--- src/hw/ifetch_pkg.sv ---
// Instruction fetch read merge shared definitions
// Bus field widths, the read address and read beat payloads
// and the tag that names which master owns a request

package ifetch_pkg;

	////////////////////////////////////////////////////////////////////////////
	// Field widths

	localparam int ADDR_W  = 32;
	localparam int DATA_W  = 32;
	localparam int ID_W    = 4;
	localparam int LEN_W   = 8;  // Beats per burst minus one
	localparam int SIZE_W  = 3;
	localparam int BURST_W = 2;
	localparam int RESP_W  = 2;

	////////////////////////////////////////////////////////////////////////////
	// Channel payloads

	// Read address request, valid and ready travel beside it
	typedef struct packed
	{
		logic [ID_W-1:0]    id;
		logic [ADDR_W-1:0]  addr;
		logic [LEN_W-1:0]   len;
		logic [SIZE_W-1:0]  size;
		logic [BURST_W-1:0] burst;
	} ar_req_t;

	// One beat of read data
	typedef struct packed
	{
		logic [ID_W-1:0]   id;
		logic [DATA_W-1:0] data;
		logic [RESP_W-1:0] resp;
		logic              last;  // Final beat of the burst
	} r_beat_t;

	// Owner of a read request
	typedef enum logic
	{
		SRC_UNCACHED = 1'b0,
		SRC_CACHED   = 1'b1
	} src_t;

endpackage

--- src/hw/fetch_arbiter.sv ---
// Read address arbiter for the instruction fetch port
// Sticky two way select between the uncached fetch path and the
// cache refill path, with every request held off while the
// order queue is full

module fetch_arbiter
(
	input  logic                clk,
	input  logic                rstnn,

	input  ifetch_pkg::ar_req_t uc_ar,
	input  logic                uc_arvalid,
	output logic                uc_arready,

	input  ifetch_pkg::ar_req_t cc_ar,
	input  logic                cc_arvalid,
	output logic                cc_arready,

	output ifetch_pkg::ar_req_t bus_ar,
	output logic                bus_arvalid,
	input  logic                bus_arready,

	input  logic                order_full,
	output ifetch_pkg::src_t    sel
);

	logic sel_is_uc;
	logic sel_valid;

	////////////////////////////////////////////////////////////////////////////
	// Sticky select

	// Stays on a source while it keeps asking, so a burst of requests
	// from one master is not broken up by the other
	always_ff @(posedge clk, negedge rstnn)
	begin
		if (!rstnn)
			sel <= ifetch_pkg::SRC_UNCACHED;
		else
		begin
			case (sel)
				ifetch_pkg::SRC_UNCACHED:
					if (!uc_arvalid && cc_arvalid)
						sel <= ifetch_pkg::SRC_CACHED;
				ifetch_pkg::SRC_CACHED:
					if (!cc_arvalid && uc_arvalid)
						sel <= ifetch_pkg::SRC_UNCACHED;
				default:
					sel <= ifetch_pkg::SRC_UNCACHED;
			endcase
		end
	end

	////////////////////////////////////////////////////////////////////////////
	// Request multiplexing

	assign sel_is_uc = (sel == ifetch_pkg::SRC_UNCACHED);
	assign sel_valid = sel_is_uc ? uc_arvalid : cc_arvalid;

	always_comb
	begin
		bus_ar = cc_ar;
		if (sel_is_uc)
			bus_ar = uc_ar;
	end

	// No new request while every order slot is taken
	assign bus_arvalid = sel_valid & ~order_full;

	assign uc_arready = bus_arready & ~order_full & sel_is_uc;
	assign cc_arready = bus_arready & ~order_full & ~sel_is_uc;  // Unselected side sees low

endmodule

--- src/hw/order_queue.sv ---
// Request order queue
// Small circular FIFO of source tags, one per accepted read request.
// The head names the master that owns the oldest burst still
// returning data

module order_queue
#(
	parameter int ORDER_DEPTH = 3
)
(
	input  logic             clk,
	input  logic             rstnn,

	input  logic             push,
	input  ifetch_pkg::src_t push_src,
	input  logic             pop,

	output ifetch_pkg::src_t head_src,
	output logic             full
);

	localparam int PTR_W = (ORDER_DEPTH > 1) ? $clog2(ORDER_DEPTH) : 1;
	localparam int CNT_W = $clog2(ORDER_DEPTH + 1);
	localparam logic [PTR_W-1:0] LAST_PTR = PTR_W'(ORDER_DEPTH - 1);
	localparam logic [CNT_W-1:0] FULL_CNT = CNT_W'(ORDER_DEPTH);

	ifetch_pkg::src_t tag_mem [ORDER_DEPTH];

	logic [PTR_W-1:0] wr_ptr;
	logic [PTR_W-1:0] rd_ptr;
	logic [CNT_W-1:0] count;
	logic             empty;
	logic             do_push;
	logic             do_pop;

	// Advance with wrap at the last slot
	function automatic logic [PTR_W-1:0] next_ptr(input logic [PTR_W-1:0] ptr);
		logic [PTR_W-1:0] nxt;
		if (ptr == LAST_PTR)
			nxt = '0;
		else
			nxt = ptr + 1'b1;
		return nxt;
	endfunction

	assign empty   = (count == '0);
	assign full    = (count == FULL_CNT);
	assign do_push = push & ~full;
	assign do_pop  = pop & ~empty;

	////////////////////////////////////////////////////////////////////////////
	// Tag storage

	always_ff @(posedge clk)
	begin
		if (do_push)
			tag_mem[wr_ptr] <= push_src;
	end

	// Idle steering points at the uncached side
	assign head_src = empty ? ifetch_pkg::SRC_UNCACHED : tag_mem[rd_ptr];

	////////////////////////////////////////////////////////////////////////////
	// Pointers and occupancy

	always_ff @(posedge clk, negedge rstnn)
	begin
		if (!rstnn)
		begin
			wr_ptr <= '0;
			rd_ptr <= '0;
			count  <= '0;
		end
		else
		begin
			if (do_push)
				wr_ptr <= next_ptr(wr_ptr);
			if (do_pop)
				rd_ptr <= next_ptr(rd_ptr);

			case ({do_push, do_pop})
				2'b10:   count <= count + 1'b1;
				2'b01:   count <= count - 1'b1;
				default: count <= count;  // Idle, or push and pop together
			endcase
		end
	end

endmodule

--- src/hw/ifetch_read_merge.sv ---
// Instruction side read merger
// Joins the uncached fetch master and the cache refill master onto
// one external read port. Requests go out through a sticky arbiter,
// and read beats return to whichever master owns the oldest
// outstanding burst

module ifetch_read_merge
#(
	parameter int ORDER_DEPTH = 3
)
(
	input  logic                clk,
	input  logic                rstnn,

	// Uncached fetch master
	input  ifetch_pkg::ar_req_t uc_ar,
	input  logic                uc_arvalid,
	output logic                uc_arready,
	output ifetch_pkg::r_beat_t uc_r,
	output logic                uc_rvalid,
	input  logic                uc_rready,

	// Cache refill master
	input  ifetch_pkg::ar_req_t cc_ar,
	input  logic                cc_arvalid,
	output logic                cc_arready,
	output ifetch_pkg::r_beat_t cc_r,
	output logic                cc_rvalid,
	input  logic                cc_rready,

	// External read port
	output ifetch_pkg::ar_req_t bus_ar,
	output logic                bus_arvalid,
	input  logic                bus_arready,
	input  ifetch_pkg::r_beat_t bus_r,
	input  logic                bus_rvalid,
	output logic                bus_rready
);

	ifetch_pkg::src_t sel;
	ifetch_pkg::src_t head_src;
	logic             order_full;
	logic             ar_fire;
	logic             r_last_fire;
	logic             head_is_uc;

	////////////////////////////////////////////////////////////////////////////
	// Request side

	fetch_arbiter u_arbiter
	(
		.clk         (clk),
		.rstnn       (rstnn),
		.uc_ar       (uc_ar),
		.uc_arvalid  (uc_arvalid),
		.uc_arready  (uc_arready),
		.cc_ar       (cc_ar),
		.cc_arvalid  (cc_arvalid),
		.cc_arready  (cc_arready),
		.bus_ar      (bus_ar),
		.bus_arvalid (bus_arvalid),
		.bus_arready (bus_arready),
		.order_full  (order_full),
		.sel         (sel)
	);

	assign ar_fire     = bus_arvalid & bus_arready;
	assign r_last_fire = bus_rvalid & bus_rready & bus_r.last;  // Burst done, owner retires

	order_queue
	#(
		.ORDER_DEPTH (ORDER_DEPTH)
	)
	u_order_queue
	(
		.clk      (clk),
		.rstnn    (rstnn),
		.push     (ar_fire),
		.push_src (sel),
		.pop      (r_last_fire),
		.head_src (head_src),
		.full     (order_full)
	);

	////////////////////////////////////////////////////////////////////////////
	// Response side

	assign head_is_uc = (head_src == ifetch_pkg::SRC_UNCACHED);

	// Only the owner of the oldest burst sees valid
	assign uc_rvalid = bus_rvalid & head_is_uc;
	assign cc_rvalid = bus_rvalid & ~head_is_uc;

	assign bus_rready = head_is_uc ? uc_rready : cc_rready;

	assign uc_r = bus_r;
	assign cc_r = bus_r;

endmodule

--- config.mk ---
export PLATFORM = sky130hd
export DESIGN_NAME = ifetch_read_merge
export DESIGN_NICKNAME = d
export VERILOG_FILES = /design/src/hw/ifetch_pkg.sv /design/src/hw/fetch_arbiter.sv /design/src/hw/order_queue.sv /design/src/hw/ifetch_read_merge.sv
export SDC_FILE = /design/constraint.sdc
export NUM_CORES = 1
export LEC_CHECK = 0
export BUFFER_PORTS_ARGS = -buffer_cell sky130_fd_sc_hd__buf_2
export CAP_MARGIN = 20
export CELL_PAD_IN_SITES_DETAIL_PLACEMENT = 1
export CELL_PAD_IN_SITES_GLOBAL_PLACEMENT = 1
export CORE_AREA = 2 2 109 111
export DETAILED_ROUTE_END_ITERATION = 10
export DIE_AREA = 0 0 111 113
export GPL_TIMING_DRIVEN = 0
export PLACE_DENSITY = 0.79
export SLEW_MARGIN = 10
export SYNTH_ARGS = -nofsm -noshare
export SYNTH_HDL_FRONTEND = slang
export SYNTH_HIERARCHICAL = 1
export SYNTH_SLANG_ARGS = --single-unit
export TNS_END_PERCENT = 20
--- constraint.sdc ---
create_clock -name clk -period 4.68 [get_ports clk]
set_clock_uncertainty 0.05 [all_clocks]
set_input_delay 0.234 -clock clk [delete_from_list [all_inputs] [get_ports clk]]
set_output_delay 0.234 -clock clk [all_outputs]
set_load 0.1 [all_outputs]
# Word-level counts from Yosys, hierarchy flattened
# Memory sizes are Yosys's and may differ from the RTL's.
# Cells that the tools add are included.
dict set report classes {
  n_eq_ne 5
  add_sub_neg 4
  reduce_logical 6
  bitwise_logic 15
  mux 12
}
# operator n
set op_table {}
lappend op_table {{$mux W49} 1}
lappend op_table {{$and A1 B1 Y1} 11}
lappend op_table {{$eq A2 B2 Y1 const B} 4}
lappend op_table {{$mux W1} 7}
lappend op_table {{$add A2 B1 Y2 const B} 3}
lappend op_table {{$mux W2} 2}
lappend op_table {{$not A1 Y1} 4}
lappend op_table {{$pmux W2 S2} 1}
lappend op_table {{$eq A2 B1 Y1 const B} 1}
lappend op_table {{$logic_and A1 B1 Y1} 2}
lappend op_table {{$logic_not A1 Y1} 2}
lappend op_table {{$logic_not A2 Y1} 1}
lappend op_table {{$pmux W1 S2} 1}
lappend op_table {{$reduce_bool A2 Y1} 1}
lappend op_table {{$sub A2 B1 Y2 const B} 1}
dict set report word_totals {
  ff_bits 7
  out_inout_bits 133
  word_cells 47
  in_bits 145
  mem_bits_rw 3
  memories 1
}
# memory depth word_bits read_ports rd_clocked_by_memory_dff wr line
set mem_list {}
lappend mem_list {u_order_queue.tag_mem 3 1 1 0 1 order_queue.sv:27} ;# ifetch_pkg::src_t tag_mem [ORDER_DEPTH];

# Depth between registers and ports, before layout
dict set report logic_depth {
  ltp_word 8
  depth_mapped 11
}

# Cells and area by module
# The synthesis kept the hierarchy.
# module cells_per_inst area_per_inst_um2 seq_area_each_um2 n_inst
set modules_own_cells {}
lappend modules_own_cells {fetch_arbiter 62 907.1 25.0 1}
lappend modules_own_cells {ifetch_read_merge 83 629.4 0.0 1}
lappend modules_own_cells {order_queue 32 415.4 240.2 1}

# Least setup slack after synthesis
# OpenSTA, ideal clock, no wires.
dict set report synth_path {
  kind {register -> register}
  from {register u_arbiter.sel}
  to {register u_order_queue.count[1]}
  path_buffers 2
  synth_period_minus_slack_ns 3.292
  slack_ns 1.388
  required_time_ns 4.551
  arrival_time_ns 3.162
  stages_incl_launch_ff 10
  cell_sequence {dfrtp_1 buf_6 buf_12 mux2i_1 nor2_1 and2_1 a21bo_4 ha_1 nor2_1 xor2_1}
}
dict set report synth_between {
  elab_chain_cells 6
}
# item line
set synth_rtl {}
lappend synth_rtl {{start: declaration} fetch_arbiter.sv:24} ;# output ifetch_pkg::src_t sel
lappend synth_rtl {{start signal: assignment} fetch_arbiter.sv:38} ;# sel <= ifetch_pkg::SRC_UNCACHED;
lappend synth_rtl {{start signal: assignment} fetch_arbiter.sv:44} ;# sel <= ifetch_pkg::SRC_CACHED;
lappend synth_rtl {{start signal: assignment} fetch_arbiter.sv:47} ;# sel <= ifetch_pkg::SRC_UNCACHED;
lappend synth_rtl {{$mux W1 *} fetch_arbiter.sv:58} ;# assign sel_valid = sel_is_uc ? uc_arvalid : cc_arvalid;
lappend synth_rtl {{$and A1 B1 Y1 *} fetch_arbiter.sv:68} ;# assign bus_arvalid = sel_valid & ~order_full;
lappend synth_rtl {{net bus_arvalid} ifetch_read_merge.sv:33} ;# output logic bus_arvalid,
lappend synth_rtl {{$and A1 B1 Y1 *} ifetch_read_merge.sv:67} ;# assign ar_fire = bus_arvalid & bus_arready;
lappend synth_rtl {{net ar_fire} ifetch_read_merge.sv:43} ;# logic ar_fire;
lappend synth_rtl {{$and A1 B1 Y1 *} order_queue.sv:48} ;# assign do_push = push & ~full;
lappend synth_rtl {{$eq A2 B1 Y1 or $eq A2 B2 Y1 (tied branches)} order_queue.sv:81} ;# case ({do_push, do_pop})
lappend synth_rtl {{$pmux W2 S2 or $reduce_bool A2 Y1 (tied branches)} n/a}
lappend synth_rtl {{end signal: assignment} order_queue.sv:82} ;# 2'b10: count <= count + 1'b1;
lappend synth_rtl {{end signal: assignment} order_queue.sv:83} ;# 2'b01: count <= count - 1'b1;
lappend synth_rtl {{end signal: assignment} order_queue.sv:84} ;# default: count <= count;
lappend synth_rtl {{end: declaration} order_queue.sv:31} ;# logic [CNT_W-1:0] count;
# The timed path passes the listed nets; every way through them passes the cells marked *.
# A chain may end at the register's enable or synchronous reset.

# Worst setup path in the final report
dict set report layout_path {
  from {register u_order_queue.count[0]}
  to {register u_order_queue.count[1]}
}
dict set report layout_between {
  elab_chain_cells 8
}
# item line
set layout_rtl {}
lappend layout_rtl {{$logic_not A2 Y1 *} order_queue.sv:46} ;# assign empty = (count == '0);
lappend layout_rtl {{$mux W1 *} order_queue.sv:61} ;# assign head_src = empty ? ifetch_pkg::SRC_UNCACHED : tag_mem[rd_ptr];
lappend layout_rtl {{net head_src} ifetch_read_merge.sv:41} ;# ifetch_pkg::src_t head_src;
lappend layout_rtl {{$mux W1 *} ifetch_read_merge.sv:94} ;# assign bus_rready = head_is_uc ? uc_rready : cc_rready;
lappend layout_rtl {{$and A1 B1 Y1 * (2 in a row)} ifetch_read_merge.sv:68} ;# assign r_last_fire = bus_rvalid & bus_rready & bus_r.last;
lappend layout_rtl {{net r_last_fire} ifetch_read_merge.sv:44} ;# logic r_last_fire;
lappend layout_rtl {{$and A1 B1 Y1 *} order_queue.sv:49} ;# assign do_pop = pop & ~empty;
lappend layout_rtl {{net u_order_queue.do_pop} order_queue.sv:34} ;# logic do_pop;
lappend layout_rtl {{$eq A2 B1 Y1 or $eq A2 B2 Y1 (tied branches)} order_queue.sv:81}
lappend layout_rtl {{$pmux W2 S2 or $reduce_bool A2 Y1 (tied branches)} n/a}
# Marked as above.

==> impl_metrics.env <==
export IMPL_drt_wl_total_microns=7430
export IMPL_tightest_slew_ns=0.508
export IMPL_die_h_microns=113
export IMPL_power_frac_seq=0.111
export IMPL_core_sq_um=11300
export IMPL_port_buffers=239
export IMPL_arrival_ns=2.58
export IMPL_grt_pass1_wl_microns=10800
export IMPL_root_buffer="clkbuf_16"
export IMPL_ys_seq_elements=10
export IMPL_drive_above_1_share=0.910
export IMPL_grt_use_met3=0.0182
export IMPL_postSynthAreaPerCell_sq_um=11.0
export IMPL_n_antenna_cell=0
export IMPL_areaGrowthSynthToFinish_pct=75.0
export IMPL_final_area_sq_um=3420
export IMPL_ios=278
export IMPL_min_path_cells=2
export IMPL_power_frac_comb=0.785
export IMPL_min_to="u_arbiter/sel"
export IMPL_synth_edf_count=3
export IMPL_seq_area_frac_synth=0.136
export IMPL_final_setup_tns_ns=0
export IMPL_n_fill_cell=1412
export IMPL_min_from="cc_arvalid"
export IMPL_dp_hpwl_microns=6940
export IMPL_die_w_microns=111
export IMPL_hp_class="in2reg"
export IMPL_dp_slack_ns=2.20
export IMPL_hold_viol=0
export IMPL_synth_area_leaders="mux2_4 36%, buf_4 30%, dfrtp_1 9.0%"
export IMPL_clkSinkCount=10
export IMPL_grt_start_max_net_pins=11
export IMPL_antenna_found_initial=0
export IMPL_critPathMaxFanout=6
export IMPL_critPathKind="reg2reg"
export IMPL_layout_cells_non_filler=564
export IMPL_via_per_inst=3.76
export IMPL_timing_rr_start="u_order_queue/count[0]"
export IMPL_critPathLaunchType="flip-flop"
export IMPL_fp_row_count=39
export IMPL_synth_cell_types=30
export IMPL_post_cts_resized=0
export IMPL_insertion_delay_ns=0.24
export IMPL_route_detailed_drc=0
export IMPL_finalCriticalPeriod_ns=2.47
export IMPL_synth_largest_area_cell="mux2_4"
export IMPL_drv_cap=0
export IMPL_period_share=0.528
export IMPL_clk_pin_slew_ns=0.04
export IMPL_dp_cells=559
export IMPL_power_internal_w=0.000517
export IMPL_cts_htree_levels=1
export IMPL_placed_cell_area_sq_um=3330
export IMPL_peakVddDrop_mv=0.280
export IMPL_dr_pass1_iters=3
export IMPL_grt_overflow=0
export IMPL_synth_area_sq_um=1950
export IMPL_rsz0062_at_grt="no"
export IMPL_synthArstFlopShare=0.700
export IMPL_fin_nets=568
export IMPL_gp_congestion=0.722
export IMPL_worst_slack_ns=2.21
export IMPL_gr_usage_met1=0.109
export IMPL_outcome="complete, no violations"
export IMPL_synthesis_nets=323
export IMPL_p_sw_frac=0.643
export IMPL_busiest_layer="met2"
export IMPL_crit_required_ns=4.79
export IMPL_switchingPower_w=0.000932
export IMPL_power_leakage_nw=2.05
export IMPL_start_util=0.173
export IMPL_dr_total_vias=2121
export IMPL_grt_pass1_vias=2250
export IMPL_endpoint_kind="flip-flop"
export IMPL_wl_per_cell_microns=13.2
export IMPL_grt_usage=0.106
export IMPL_ant_nets=0
export IMPL_cts_buffers=3
export IMPL_r2r_end="u_order_queue/count[1]"
export IMPL_clockBufferDepth=2
export IMPL_ys_flop_type="dfrtp_1"
export IMPL_netlist_area_leader_share=0.362
export IMPL_cts_tree="yes"
export IMPL_reg2regPathDepth=9
export IMPL_ys_warn_count=6
export IMPL_post_synth_inst_count=177
export IMPL_report_final_slew_viol_count=0
export IMPL_use_met2=0.217
export IMPL_drt_iter0_drc=25
export IMPL_dieArea_sq_um=12500
export IMPL_max_freq_mhz=405
export IMPL_reg2reg_slack_ns=2.21
export IMPL_finalSetupViolations=0
export IMPL_p_per_area_nw_per_um2=424
export IMPL_p_clk_frac=0.103
export IMPL_slew_headroom=0.664
-- logic make-up (layout without fill, tap and decap cells) --
kind of cell / Yosys count / in the layout / synth area share
buffers and inverters: 87 / 331 / 0.363
muxes: 52 / 52 / 0.389
and+or+nand+nor: 15 / 15 / 0.0558
DFF: 10 / 10 / 0.136
AOI/OAI and AO/OA: 8 / 8 / 0.0308
xor gates and xnor gates: 3 / 3 / 0.0135
adders and majority gates: 2 / 2 / 0.0122
-- area by class of cell --
cell class | count | area, sq um | area share
clock inverter | 1 | 3.75 | 0.00110
buffer | 84 | 697 | 0.204
sequential | 10 | 265 | 0.0777
clock buffer | 3 | 75.1 | 0.0220
inverter | 3 | 11.3 | 0.00330
multi-input combinational | 80 | 978 | 0.286
tap | 143 | 179 | 0.0524
timing repair buffer | 240 | 1210 | 0.353
-- cell usage after synthesis, drive strengths merged, types with 2 or more instances --
cell type	instances
inv	3
mux2i	2
and2	3
o21ai	2
nor2	2
nor3	2
nor3b	3
dfrtp	7
xnor2	2
edfxtp	3
a21o	3
mux2	50
nand2	2
buf	84
-- cells in the final DEF, fill, tap and decap left out, types with 2 or more instances in the layout --
master,count
a21o_1,3
and2_1,2
buf_12,5
buf_2,239
buf_4,78
clkbuf_16,3
dfrtp_1,7
edfxtp_1,3
inv_1,3
mux2_2,3
mux2_4,47
mux2i_1,2
nand2_1,2
nor2_1,2
nor3b_1,2
xnor2_1,2
-- worst max-delay path: stages, from the launching register on --
cell and delay [ns]:
dfrtp_1 0.46, o22ai_1 0.11, a21oi_1 0.35, mux2_4 0.34, and3_1 0.21, o21ai_1 0.16, inv_1 0.10, ha_1 0.31
nor2_1 0.14, xor2_1 0.15
-- sequential cells by signal (all words and copies together), names as in the netlist --
register,count
u_order_queue/tag_mem,3
u_order_queue/count,2
u_order_queue/wr_ptr,2
u_arbiter/sel,1
u_order_queue/rd_ptr,2
-- metal layers --
metal,wire [microns],vias up,share of wire
li1,-,1007,-
met1,2440,986,0.33
met2,4330,118,0.58
met3,556,10,0.075
met4,108,0,0.015
met5,0,-,0
-- per-stage QoR --
| step | hold WS (ns) | power [W] | utilization |
|---|---|---|---|
| 2_1_floorplan | -0.112 | 0.00114 | - |
| 3_3_place_gp | 0.0212 | 0.00129 | 0.295 |
| 3_5_place_dp | 0.0299 | 0.00131 | 0.295 |
| 4_1_cts | 0.247 | 0.00146 | 0.303 |
| 5_1_grt | 0.253 | 0.00150 | 0.303 |
| 6_report | 0.248 | 0.00145 | 0.303 |
-- worst max path at each step --
| stage | start | endpoint | cells past startpoint | slack, ns |
|---|---|---|---|---|
| finish | u_order_queue/count[0] | u_order_queue/count[1] | 9 | 2.21 |
| global route | u_order_queue/count[0] | u_order_queue/count[1] | 10 | 1.97 |
| CTS | u_order_queue/count[0] | u_order_queue/count[1] | 10 | 2.16 |
| detailed placement | u_order_queue/count[0] | u_order_queue/count[1] | 9 | 2.20 |
| global placement | u_order_queue/count[0] | u_order_queue/count[1] | 9 | 2.26 |
| floorplan | u_arbiter/sel | u_order_queue/count[1] | 9 | 1.39 |
-- power by group through the flow --
stage	clock network, W	registers (W)	logic (W)
after floorplan	0	0.000152	0.000988
after global placement	0	0.000159	0.00113
after detailed placement	0	0.000163	0.00114
after CTS	0.000154	0.000162	0.00115
after global routing	0.000158	0.000167	0.00118
final	0.000150	0.000161	0.00114
-- timing repair --
item                                   CTS  global route
hold buffers                             1             0
buffers inserted                         0             0
endpoints found under the hold margin    7             0
No activity file was read; power rests on OpenSTA's default activity.
